**src/gat_pkg.sv**
```systemverilog
package gat_pkg;

  // ==============================
  // Element widths
  // ==============================

  // Weights, attention entries and node features
  localparam int DATA_WIDTH  = 8;

  // Sum of up to 16 products of two 8-bit values
  localparam int WH_WIDTH    = 20;

  // Sum of up to 8 products of WH and one attention entry
  localparam int SCORE_WIDTH = 32;

  // ==============================
  // Shared types
  // ==============================

  typedef logic signed [DATA_WIDTH-1:0]  data_t;
  typedef logic signed [WH_WIDTH-1:0]    wh_t;
  typedef logic signed [SCORE_WIDTH-1:0] score_t;

  // Weight sweep FSM
  typedef enum logic [1:0] {
    SCHED_IDLE,
    SCHED_FETCH,
    SCHED_DONE
  } sched_state_t;

endpackage

```
**src/weight_scheduler.sv**
```systemverilog
`timescale 1ns/1ns

module weight_scheduler #(
  parameter int  NUM_FEATURE_IN  = 8,
  parameter int  NUM_FEATURE_OUT = 4,
  localparam int DEPTH           = NUM_FEATURE_IN * NUM_FEATURE_OUT + 2 * NUM_FEATURE_OUT,
  localparam int ADDR_W          = $clog2(DEPTH)
) (
  input  logic                                                      clk,
  input  logic                                                      rst_n,
  input  logic                                                      load_done_i,
  output logic [ADDR_W-1:0]                                         rd_addr_o,
  input  gat_pkg::data_t                                            rd_data_i,
  output gat_pkg::data_t [NUM_FEATURE_IN-1:0][NUM_FEATURE_OUT-1:0]  wgt_mat_o,
  output gat_pkg::data_t [2*NUM_FEATURE_OUT-1:0]                    attn_vec_o,
  output logic                                                      weights_rdy_o
);

  import gat_pkg::*;

  localparam int ROW_W  = $clog2(NUM_FEATURE_IN);
  localparam int COL_W  = $clog2(NUM_FEATURE_OUT);
  localparam int ATTN_W = $clog2(2 * NUM_FEATURE_OUT);

  sched_state_t      state_q;
  logic [ADDR_W-1:0] addr_q;
  logic [ROW_W-1:0]  row_q;
  logic [COL_W-1:0]  col_q;
  logic [ATTN_W-1:0] attn_q;
  logic              in_attn_q;

  // Index copies that line up with the memory read data
  logic              fetch_q;
  logic [ROW_W-1:0]  row_d;
  logic [COL_W-1:0]  col_d;
  logic [ATTN_W-1:0] attn_d;
  logic              in_attn_d;

  data_t [NUM_FEATURE_IN-1:0][NUM_FEATURE_OUT-1:0] wgt_mat_q;
  data_t [2*NUM_FEATURE_OUT-1:0]                   attn_vec_q;
  logic                                            rdy_q;

  // ==============================
  // Sweep FSM and address counter
  // ==============================
  always_ff @(posedge clk or negedge rst_n) begin
    if (!rst_n) begin
      state_q   <= SCHED_IDLE;
      addr_q    <= '0;
      row_q     <= '0;
      col_q     <= '0;
      attn_q    <= '0;
      in_attn_q <= 1'b0;
    end else begin
      case (state_q)
        SCHED_IDLE: begin
          if (load_done_i) begin
            state_q <= SCHED_FETCH;
          end
        end
        SCHED_FETCH: begin
          if (addr_q == ADDR_W'(DEPTH - 1)) begin
            state_q <= SCHED_DONE;
          end else begin
            addr_q <= addr_q + 1'b1;
          end
          // Column runs fastest, attention entries follow the matrix
          if (in_attn_q) begin
            attn_q <= attn_q + 1'b1;
          end else if (col_q == COL_W'(NUM_FEATURE_OUT - 1)) begin
            col_q <= '0;
            if (row_q == ROW_W'(NUM_FEATURE_IN - 1)) begin
              in_attn_q <= 1'b1;
            end else begin
              row_q <= row_q + 1'b1;
            end
          end else begin
            col_q <= col_q + 1'b1;
          end
        end
        default: begin
          // Held until the next reset, later load pulses are ignored
          state_q <= SCHED_DONE;
        end
      endcase
    end
  end

  assign rd_addr_o = addr_q;

  // ==============================
  // Unpack returning words
  // ==============================
  always_ff @(posedge clk or negedge rst_n) begin
    if (!rst_n) begin
      fetch_q   <= 1'b0;
      row_d     <= '0;
      col_d     <= '0;
      attn_d    <= '0;
      in_attn_d <= 1'b0;
    end else begin
      fetch_q   <= (state_q == SCHED_FETCH);
      row_d     <= row_q;
      col_d     <= col_q;
      attn_d    <= attn_q;
      in_attn_d <= in_attn_q;
    end
  end

  always_ff @(posedge clk or negedge rst_n) begin
    if (!rst_n) begin
      wgt_mat_q  <= '0;
      attn_vec_q <= '0;
      rdy_q      <= 1'b0;
    end else begin
      if (fetch_q) begin
        if (in_attn_d) begin
          attn_vec_q[attn_d] <= rd_data_i;
        end else begin
          wgt_mat_q[row_d][col_d] <= rd_data_i;
        end
      end
      // Raised once the last word has landed
      rdy_q <= (state_q == SCHED_DONE) && !fetch_q;
    end
  end

  assign wgt_mat_o     = wgt_mat_q;
  assign attn_vec_o    = attn_vec_q;
  assign weights_rdy_o = rdy_q;

endmodule

```
**config.mk**
```make
export PLATFORM = sky130hd
export DESIGN_NAME = weight_scheduler
export DESIGN_NICKNAME = d
export VERILOG_FILES = /design/src/gat_pkg.sv /design/src/weight_scheduler.sv
export SDC_FILE = /design/constraint.sdc
export NUM_CORES = 1
export LEC_CHECK = 0
export BUFFER_PORTS_ARGS = -buffer_cell sky130_fd_sc_hd__buf_2
export CAP_MARGIN = 25
export CELL_PAD_IN_SITES_DETAIL_PLACEMENT = 0
export CELL_PAD_IN_SITES_GLOBAL_PLACEMENT = 2
export CORE_UTILIZATION = 40
export CTS_CLUSTER_SIZE = 20
export DETAILED_ROUTE_END_ITERATION = 12
export PLACE_DENSITY = 0.89
export SLEW_MARGIN = 20
export SYNTH_ARGS = -nofsm -noshare
export SYNTH_HDL_FRONTEND = slang
export SYNTH_SLANG_ARGS = --single-unit
export TNS_END_PERCENT = 30
```
**constraint.sdc**
```tcl
create_clock -name clk -period 5.05 [get_ports clk]
set_input_delay 0.7575 -clock clk [delete_from_list [all_inputs] [get_ports clk]]
set_output_delay 0.7575 -clock clk [all_outputs]
set_load 0.05 [all_outputs]
```
==> Word level (Yosys, flattened, before mapping) <==
Index checks and enable logic that the tools add are counted.
{ "classes": {"add_sub_neg": 4, "order_cmp": 6, "n_eq_ne": 7, "mux": 15, "bitwise": 4, "n_reduce_logical": 13} }
{ "op_table": {"columns": ["operator", "n"], "rows": [
  ["$bwmux W256", 1],
  ["$demux W32 S3", 1],
  ["$bwmux W64", 1],
  ["$mux W32", 1],
  ["$demux W8 S3", 1],
  ["$demux W8 S2", 1],
  ["$mux W8", 2],
  ["$reduce_and A2 Y1", 6],
  ["$lt A3 B4 Y1 const B", 2],
  ["$add A3 B1 Y3 const B", 2],
  ["$add A6 B1 Y6 const B", 1],
  ["$eq A6 B6 Y1 const B", 1],
  ["$ge A3 B1 Y1 const B", 2],
  ["$mux W2", 3],
  ["$eq A2 B2 Y1 const B", 2],
  ["$logic_and A1 B1 Y1", 4],
  ["$ne A2 B2 Y1 const B", 2],
  ["$not A1 Y1", 4],
  ["$pmux W2 S2", 1],
  ["$reduce_and A4 Y1", 1],
  ["$eq A3 B3 Y1 const B", 1],
  ["$lt A2 B3 Y1 const B", 1],
  ["$mux W1", 3],
  ["$add A2 B1 Y2 const B", 1],
  ["4 further kinds", 4]
]} }
{ "word_totals": {"register_bits": 348, "in_bits": 11, "output_inout_bits": 327, "elab_cells": 101} }

==> Depth between registers and ports, before layout <==
Gate-level depths: netlist (run 1).
{ "depth": {"word_depth": 7, "depth_mapped": 5, "ltp_nobuf": 5} }

==> Worst setup path after synthesis (run 1) <==
Ideal clock, no wire load.
{ "synth_timing": {"path_kind": "register -> register", "from": "register in_attn_d", "to": "register wgt_mat_q, in the netlist wgt_mat_o[224]", "setup_ps": 125, "arrival_ps": 1683, "required_ps": 4925, "setup_slack_ps": 3243, "stages_incl_launch_ff": 6, "n_path_buf": 2, "synth_period_minus_slack_ps": 1807, "path_cell_list": "dfrtp_1 buf_6 or4b_1 buf_6 nor2_8 mux2_2"} }
{ "synth_between": {"elab_chain_len": 2} }
{ "synth_lines": {"columns": ["element", "line_no", "text"], "rows": [
  ["start: declaration", "weight_scheduler.sv:37", "logic in_attn_d;"],
  ["start signal: assignment", "weight_scheduler.sv:106", "in_attn_d <= in_attn_q;"],
  ["$not A1 Y1 (no source line)", null, null],
  ["$reduce_and A2 Y1 (no source line)", null, null],
  ["end signal: indexed assignment", "weight_scheduler.sv:120", "wgt_mat_q[row_d][col_d] <= rd_data_i;"],
  ["end: declaration", "weight_scheduler.sv:39", "data_t [NUM_FEATURE_IN-1:0][NUM_FEATURE_OUT-1:0] wgt_mat_q;"]
]} }
Every way passes these cells.
A chain may end at the register's enable or synchronous reset.

==> Worst setup path after layout (run 1) <==
{ "layout_timing": {"from": "register in_attn_d", "to": "register wgt_mat_q, in the netlist wgt_mat_o[167]"} }
Same word-level chain as after synthesis.

==> results.py, run 1 <==
metrics = {
    "status": {
        "outcome": "finished clean",
    },
    "cells_and_area": {
        "drive_gt1_share_pct": 63.9,
        "nNetsFinal": 1174,
        "area_growth_pct": 26.5,
    },
    "worst_setup_path": {
        "cp.arrival_ns": 2.58,
        "critPathSlowestCell": "or4b_1",
        "path_cells": "or4b_1, nor2_8, mux2_2",
        "max_stage_delay_ns": 0.92,
        "path_max_fanout": 10,
        "path_class": "register to register",
        "worstSetupEndpointType": "register",
        "worst-path-buf-inv": 0,
        "required_ns": 5.44,
        "cp-start-kind": "register",
        "critical-path-top-delay-family": "simple AND/OR/NAND/NOR gates",
    },
    "synth": {
        "async_flop_share_pct": 100,
        "ys_seq_area_share_pct": 65.5,
        "synth.area.top_cells": "dfrtp_1 (65%), mux2_2 (27%), clkbuf_1 (1.1%)",
        "synth_common_cells": "dfrtp_1 (348), mux2_2 (320), clkbuf_1 (39)",
        "synthesis.nets": 834,
        "synth.most_common_cell": "dfrtp_1",
        "synthDistinctLibCells": 35,
        "ys_ff_latch": 348,
        "synth_area_per_cell_um2": 16.3,
        "yosys.area.top_type": "dfrtp_1",
        "syn-cell-area_um2": 13300,
        "synth_edf_count": 0,
        "synth_top_area_share_pct": 65.5,
        "synth_top_flop_cell": "dfrtp_1",
        "syn_inst": 818,
        "synth_warnings": 0,
    },
    "clock_tree": {
        "holdBufCountCts": 0,
        "cts_htree_levels": 2,
        "clk_pin_slew_ns": 0.06,
        "cts_tree": "done",
        "cts_setup_buffers": 0,
        "post_cts_resized": 0,
        "cts.path.max_buffers": 3,
        "cts.sinks": 348,
        "numCtsBuffers": 38,
        "clockRootBuffer": "clkbuf_16",
        "clkLatencyLatePin_ns": 0.51,
    },
    "floorplan": {
        "die_area_um2": 34000,
        "initial_core_util_pct": 40.8,
        "die_w_um": 184,
        "die_h_um": 184,
        "core_region_area_um2": 32600,
        "ios": 338,
        "rows": 66,
    },
    "route": {
        "vias": 8112,
        "ant_nets": 0,
        "detail_route.first_pass.iterations": 4,
        "wl_mm": 34.0,
        "viasPerCell": 4.97,
        "drtIter0Drc": 331,
        "drc": 0,
        "post_drt_wl_per_cell_um": 20.9,
    },
    "timing": {
        "tns_ns": 0,
        "setup_viol": 0,
        "worst_clock_skew_ns": 0.00864,
        "fmax_mhz": 458,
        "drv_slew": 0,
        "hold_viol_final": 0,
        "timing.slew.headroom_pct": 29.2,
        "layout_min_cycle_time_ns": 2.18,
        "rsz0062_at_grt": "no",
        "final.period_utilization_pct": 43.3,
        "tightest_slew_ns": 1.06,
    },
    "min_path": {
        "min_path_type": "input port to asynchronous set/reset pin",
    },
    "placed_design": {
        "place.gp.congestion": 0.734,
        "place_hpwl_mm": 21.5,
        "port-buffer-count": 337,
    },
    "global_route": {
        "antenna_found_initial": 1,
        "grt_max_degree": 138,
        "grt_pass1_wl_mm": 51.0,
        "overflow": 0,
        "grt_use_total_pct": 19.9,
        "grt_pass1_vias": 8254,
    },
    "run": {
        "drv_cap": 0,
    },
}
## final cells by class
cell class	instances	area (µm²)
timing repair buffer	345	1850
clock inverter	6	80.1
tap	442	553
sequential	348	8710
multi-input combinational	424	4390
fill	2864	15800
antenna	1	2.50
clock buffer	64	1240
inverter	1	3.75
## registers in the layout (all words and copies together), names as in the netlist, 2 cells and up
name,flops
state_q,2
rd_addr_o,6
attn_d,3
col_d,2
attn_q,3
wgt_mat_o,256
attn_vec_o,64
row_d,3
col_q,2
row_q,3
## layout by cell type (no fill, tap or decap), types with 2 or more instances in the layout
master     synthesis  final
xnor2_1            5      5
nor3b_1            4      4
buf_16             0      2
nand4bb_1          2      2
nor2_1            12     12
bufinv_16          0      2
nand2_2           16     16
or3_1              3      3
buf_12             0      4
buf_2              1    336
nor4bb_1           2      2
ha_1               5      5
clkbuf_1          39     10
o21ai_0            3      3
nand3_1            5      5
nand3b_1           5      5
mux2_2           320    320
nand2_1            3      3
nor2_8             4      4
nor2_2            12     12
clkbuf_16          0     41
nand2b_1           4      4
nor3_1             2      2
clkinv_2           0      4
clkbuf_8           0     13
buf_4              3      2
mux2_1             6      6
dfrtp_1          348    348
## cell families (layout without fill, tap and decap cells)
kind of cell / Yosys count / after routing / synth area share (%)
DFF: 348 / 348 / 65.5
muxes: 326 / 326 / 27.6
and+or+nand+nor: 79 / 79 / 4.14
buffers and inverters: 46 / 416 / 1.51
AOI/OAI and AO/OA: 8 / 8 / 0.414
xor gates and xnor gates: 6 / 6 / 0.395
adders and majority gates: 5 / 5 / 0.470
other: 0 / 1 / 0
## worst paths after layout
check	depth (start not counted)	slack, ns	startpoint	end
setup / recovery	3	2.87	in_attn_d	wgt_mat_o[167]
hold / removal	1	0.18	rst_n	wgt_mat_o[92]
setup reg to reg	3	2.87	in_attn_d	wgt_mat_o[167]
hold reg to reg	0	0.40	row_q[1]	row_d[1]
max in group asynchronous	3	3.51	rst_n	wgt_mat_o[46]
min in group clk	0	0.40	row_q[1]	row_d[1]
## per-stage QoR
step	util (%)	worst slack, ns	cell area, µm²	hold WS (ns)	cells
2_1_floorplan	-	3.24	13300	0.372	818
3_3_place_gp	47.2	2.90	15400	0.388	1556
3_5_place_dp	47.3	2.86	15400	0.387	1557
4_1_cts	51.4	2.85	16800	0.404	1627
5_1_grt	51.6	2.79	16800	0.186	1630
6_report	51.6	2.87	16800	0.178	1631
## layer usage
layer	global-route usage (%)	part of all wire (%)	wire length (µm)
met5	0	0	0
met4	6.37	2.6	878
met3	4.51	6.2	2100
met2	33.1	48	16500
met1	25.8	43	14600
Power of run 1 is left out: the tool's default activity adds up to more than one toggle a clock period on the data nets, which glitch-free logic cannot reach.
==> run 2, diff against run 1 <==
--- a/config.mk
+++ b/config.mk
@@ -5,14 +5,15 @@
 export SDC_FILE = /design/constraint.sdc
 export NUM_CORES = 1
 export LEC_CHECK = 0
+export ABC_AREA = 1
 export BUFFER_PORTS_ARGS = -buffer_cell sky130_fd_sc_hd__buf_2
 export CAP_MARGIN = 25
 export CELL_PAD_IN_SITES_DETAIL_PLACEMENT = 0
 export CELL_PAD_IN_SITES_GLOBAL_PLACEMENT = 2
-export CORE_UTILIZATION = 40
+export CORE_UTILIZATION = 32
 export CTS_CLUSTER_SIZE = 20
 export DETAILED_ROUTE_END_ITERATION = 12
-export PLACE_DENSITY = 0.89
+export PLACE_DENSITY = 0.84
 export SLEW_MARGIN = 20
 export SYNTH_ARGS = -nofsm -noshare
 export SYNTH_HDL_FRONTEND = slang
==> constraint.sdc (replaced) <==
create_clock -name clk -period 2.3 [get_ports clk]
set_input_delay 0.345 -clock clk [delete_from_list [all_inputs] [get_ports clk]]
set_output_delay 0.345 -clock clk [all_outputs]
set_load 0.05 [all_outputs]
==> results.py, run 2 <==
metrics = {
    "global_route": {
        "grt_use_total_pct": 20.4,
        "grt_max_degree": 73,
        "grt_pass1_vias": 10400,
        "overflow": 0,
        "antenna_found_initial": 0,
        "grt_pass1_wl_mm": 64.2,
    },
    "synth": {
        "synth.most_common_cell": "nand2_1",
        "synthMuxAreaShare_pct": 0,
        "synth_xor_area_share_pct": 0.199,
        "syn_inst": 1382,
        "synth-compound-area-share_pct": 7.40,
        "synth_edf_count": 0,
        "synth_warnings": 0,
        "syn-cell-area_um2": 13200,
        "async_flop_share_pct": 100,
        "synth_top_area_share_pct": 66.0,
        "yosys.area.top_type": "dfrtp_1",
        "synth_top_family_by_area": "simple AND/OR/NAND/NOR gates",
        "synth_area_per_cell_um2": 9.54,
        "ys_seq_area_share_pct": 66.0,
        "synth.area.top_cells": "dfrtp_1 (66%), nand2_1 (15%), o21ai_0 (7.3%)",
        "yosys.area_share.simple_pct": 22.2,
        "synthDistinctLibCells": 22,
        "synthesis.nets": 1398,
        "synth_fa_ha_area_share_pct": 0.474,
        "ys_ff_latch": 348,
        "synth_common_cells": "nand2_1 (543), dfrtp_1 (348), o21ai_0 (193)",
        "synth_top_flop_cell": "dfrtp_1",
    },
    "clock_tree": {
        "cts_setup_buffers": 0,
        "clockRootBuffer": "clkbuf_16",
        "cts_tree": "done",
        "clkLatencyLatePin_ns": 0.57,
        "cts_htree_levels": 2,
        "cts.path.max_buffers": 3,
        "numCtsBuffers": 40,
        "cts.sinks": 348,
        "clk_pin_slew_ns": 0.06,
    },
    "placed_design": {
        "dp_slack_ns": 0.396,
        "placed_cell_area_um2": 15600,
        "place_hpwl_mm": 28.1,
        "place.gp.congestion": 0.785,
        "port-buffer-count": 337,
    },
    "route": {
        "wl_met1_mm": 18.8,
        "drtIter0Drc": 632,
        "ant_nets": 0,
        "viasPerCell": 4.67,
        "vias": 10600,
        "detail_route.first_pass.iterations": 5,
        "wl_met3_mm": 2.57,
        "top_layer": "met4",
        "post_drt_wl_per_cell_um": 18.7,
        "wl_mm": 42.6,
        "wl_met2_mm": 20.3,
        "drc": 0,
    },
    "cells_and_area": {
        "antenna_cells": 0,
        "nNetsFinal": 1736,
        "n_fill_cell": 4133,
        "area_growth_pct": 28.6,
        "post-route-util_pct": 41.6,
        "mostFrequentLayoutCell": "nand2_1",
        "most-common-layout-cells": "nand2_1 (543), dfrtp_1 (348), buf_2 (336), o21ai_0 (193), nand3_1 (112)",
        "largest_reg_flops": 256,
        "drive_gt1_share_pct": 26.4,
        "design_area_um2": 17000,
    },
    "worst_setup_path": {
        "crit_top_cell": "nand2_1",
        "max_stage_delay_ns": 0.45,
        "cp-start-kind": "register",
        "critPathSlowestCell": "nand2_1",
        "r2r_cells": 5,
        "path_class": "register to register",
        "required_ns": 2.78,
        "path_cells": "inv_1, nand2_1, nor2_4, nand2_1, o21ai_0",
        "worstSetupEndpointType": "register",
        "path_max_fanout": 16,
        "cp.arrival_ns": 2.32,
    },
    "run": {
        "drv_cap": 0,
    },
    "min_path": {
        "min_path_type": "input port to register",
        "min_path_cells": 3,
    },
    "power_and_ir_drop": {
        "p_leak_nw": 8.84,
        "peakVddDrop_mv": 0.535,
        "power_per_cell_area_nw_per_um2": 893,
    },
    "timing": {
        "tightest_slew_ns": 0.595,
        "fmax_mhz": 543,
        "final.period_utilization_pct": 80.0,
        "setup_viol": 0,
        "setup_slack_ns": 0.460,
        "worst_hold_slack_ns": 0.128,
        "hold_viol_final": 0,
        "rsz0062_at_grt": "no",
        "timing.slew.headroom_pct": 60.2,
        "drv_slew": 0,
        "tns_ns": 0,
        "worst_clock_skew_ns": 0.0224,
        "layout_min_cycle_time_ns": 1.84,
    },
    "status": {
        "outcome": "finished clean",
    },
    "floorplan": {
        "ios": 338,
        "die_h_um": 205,
        "rows": 74,
        "die_area_um2": 42000,
        "die_w_um": 205,
        "core_region_area_um2": 40700,
        "initial_core_util_pct": 32.4,
    },
}
==> run 2: cell count changes after synthesis, sizes merged, moves of 17 or more <==
cell | before | now
buf | 6 | 23
clkbuf | 39 | 59
inv | 0 | 38
mux2 | 326 | 0
nand2 | 19 | 550
nand3 | 5 | 112
nand4 | 1 | 22
o21ai | 3 | 194
==> run 2: critical path: cells and delay by family (launching register included) <==
family / cells / cell delay (ns)
buffers and inverters: 1 / 0.08
flip-flops: 1 / 0.38
AO/OA/AOI/OAI: 1 / 0.31
AND/OR/NAND/NOR: 3 / 0.97
==> run 2: area by class of cell <==
class,instances,area (µm²),share of cell area [%]
clock inverters,14,231,1.36
clock buffers,56,1130,6.67
repair buffers,378,2080,12.3
inverters,38,143,0.841
well taps,532,666,3.92
multi-input cells,914,4000,23.6
flip-flops and latches,348,8710,51.3
==> run 2: cells by family after synthesis <==
group | after synthesis
adders and majority gates | 5
xor gates and xnor gates | 3
AOI/OAI and AO/OA | 195
buffers and inverters | 120
DFF | 348
and+or+nand+nor | 711
==> run 2: worst paths after layout <==
check / from / end / slack [ns]
worst max-delay path: in_attn_d / wgt_mat_o[207] / 0.46
worst max register to register: in_attn_d / wgt_mat_o[207] / 0.46
worst min-delay path: rd_data_i[4] / wgt_mat_o[28] / 0.13
max in group asynchronous: rst_n / wgt_mat_o[122] / 1.09
min in group asynchronous: rst_n / wgt_mat_o[250] / 0.33
worst min register to register: col_q[1] / col_d[1] / 0.41
==> run 2: power by group <==
| group | switching, mW | internal, mW |
|---|---|---|
| Clock | 2.62 | 4.01 |
| Combinational | 1.58 | 0.355 |
| Sequential | 0.172 | 6.41 |
==> run 2: timing repair <==
item / CTS / global route
endpoints found under the hold margin: 48 / 0
gates resized for setup: 0 / 0
hold buffers: 2 / 0
==> run 2: per-layer routing <==
metal,track usage [%],vias to the layer above
met5,0,-
met4,6.83,0
met3,4.34,53
met2,32.4,295
met1,27.5,5153
li1,-,5139
==> run 2: through the flow <==
stage                     power, mW  instances
after CTS                      15.4       2280
after detailed placement       8.65       2208
final                          15.2       2280
after global placement         8.64       2208
after global routing           15.7       2280
after floorplan                7.96       1382
(Power assumes the default switching activity.)
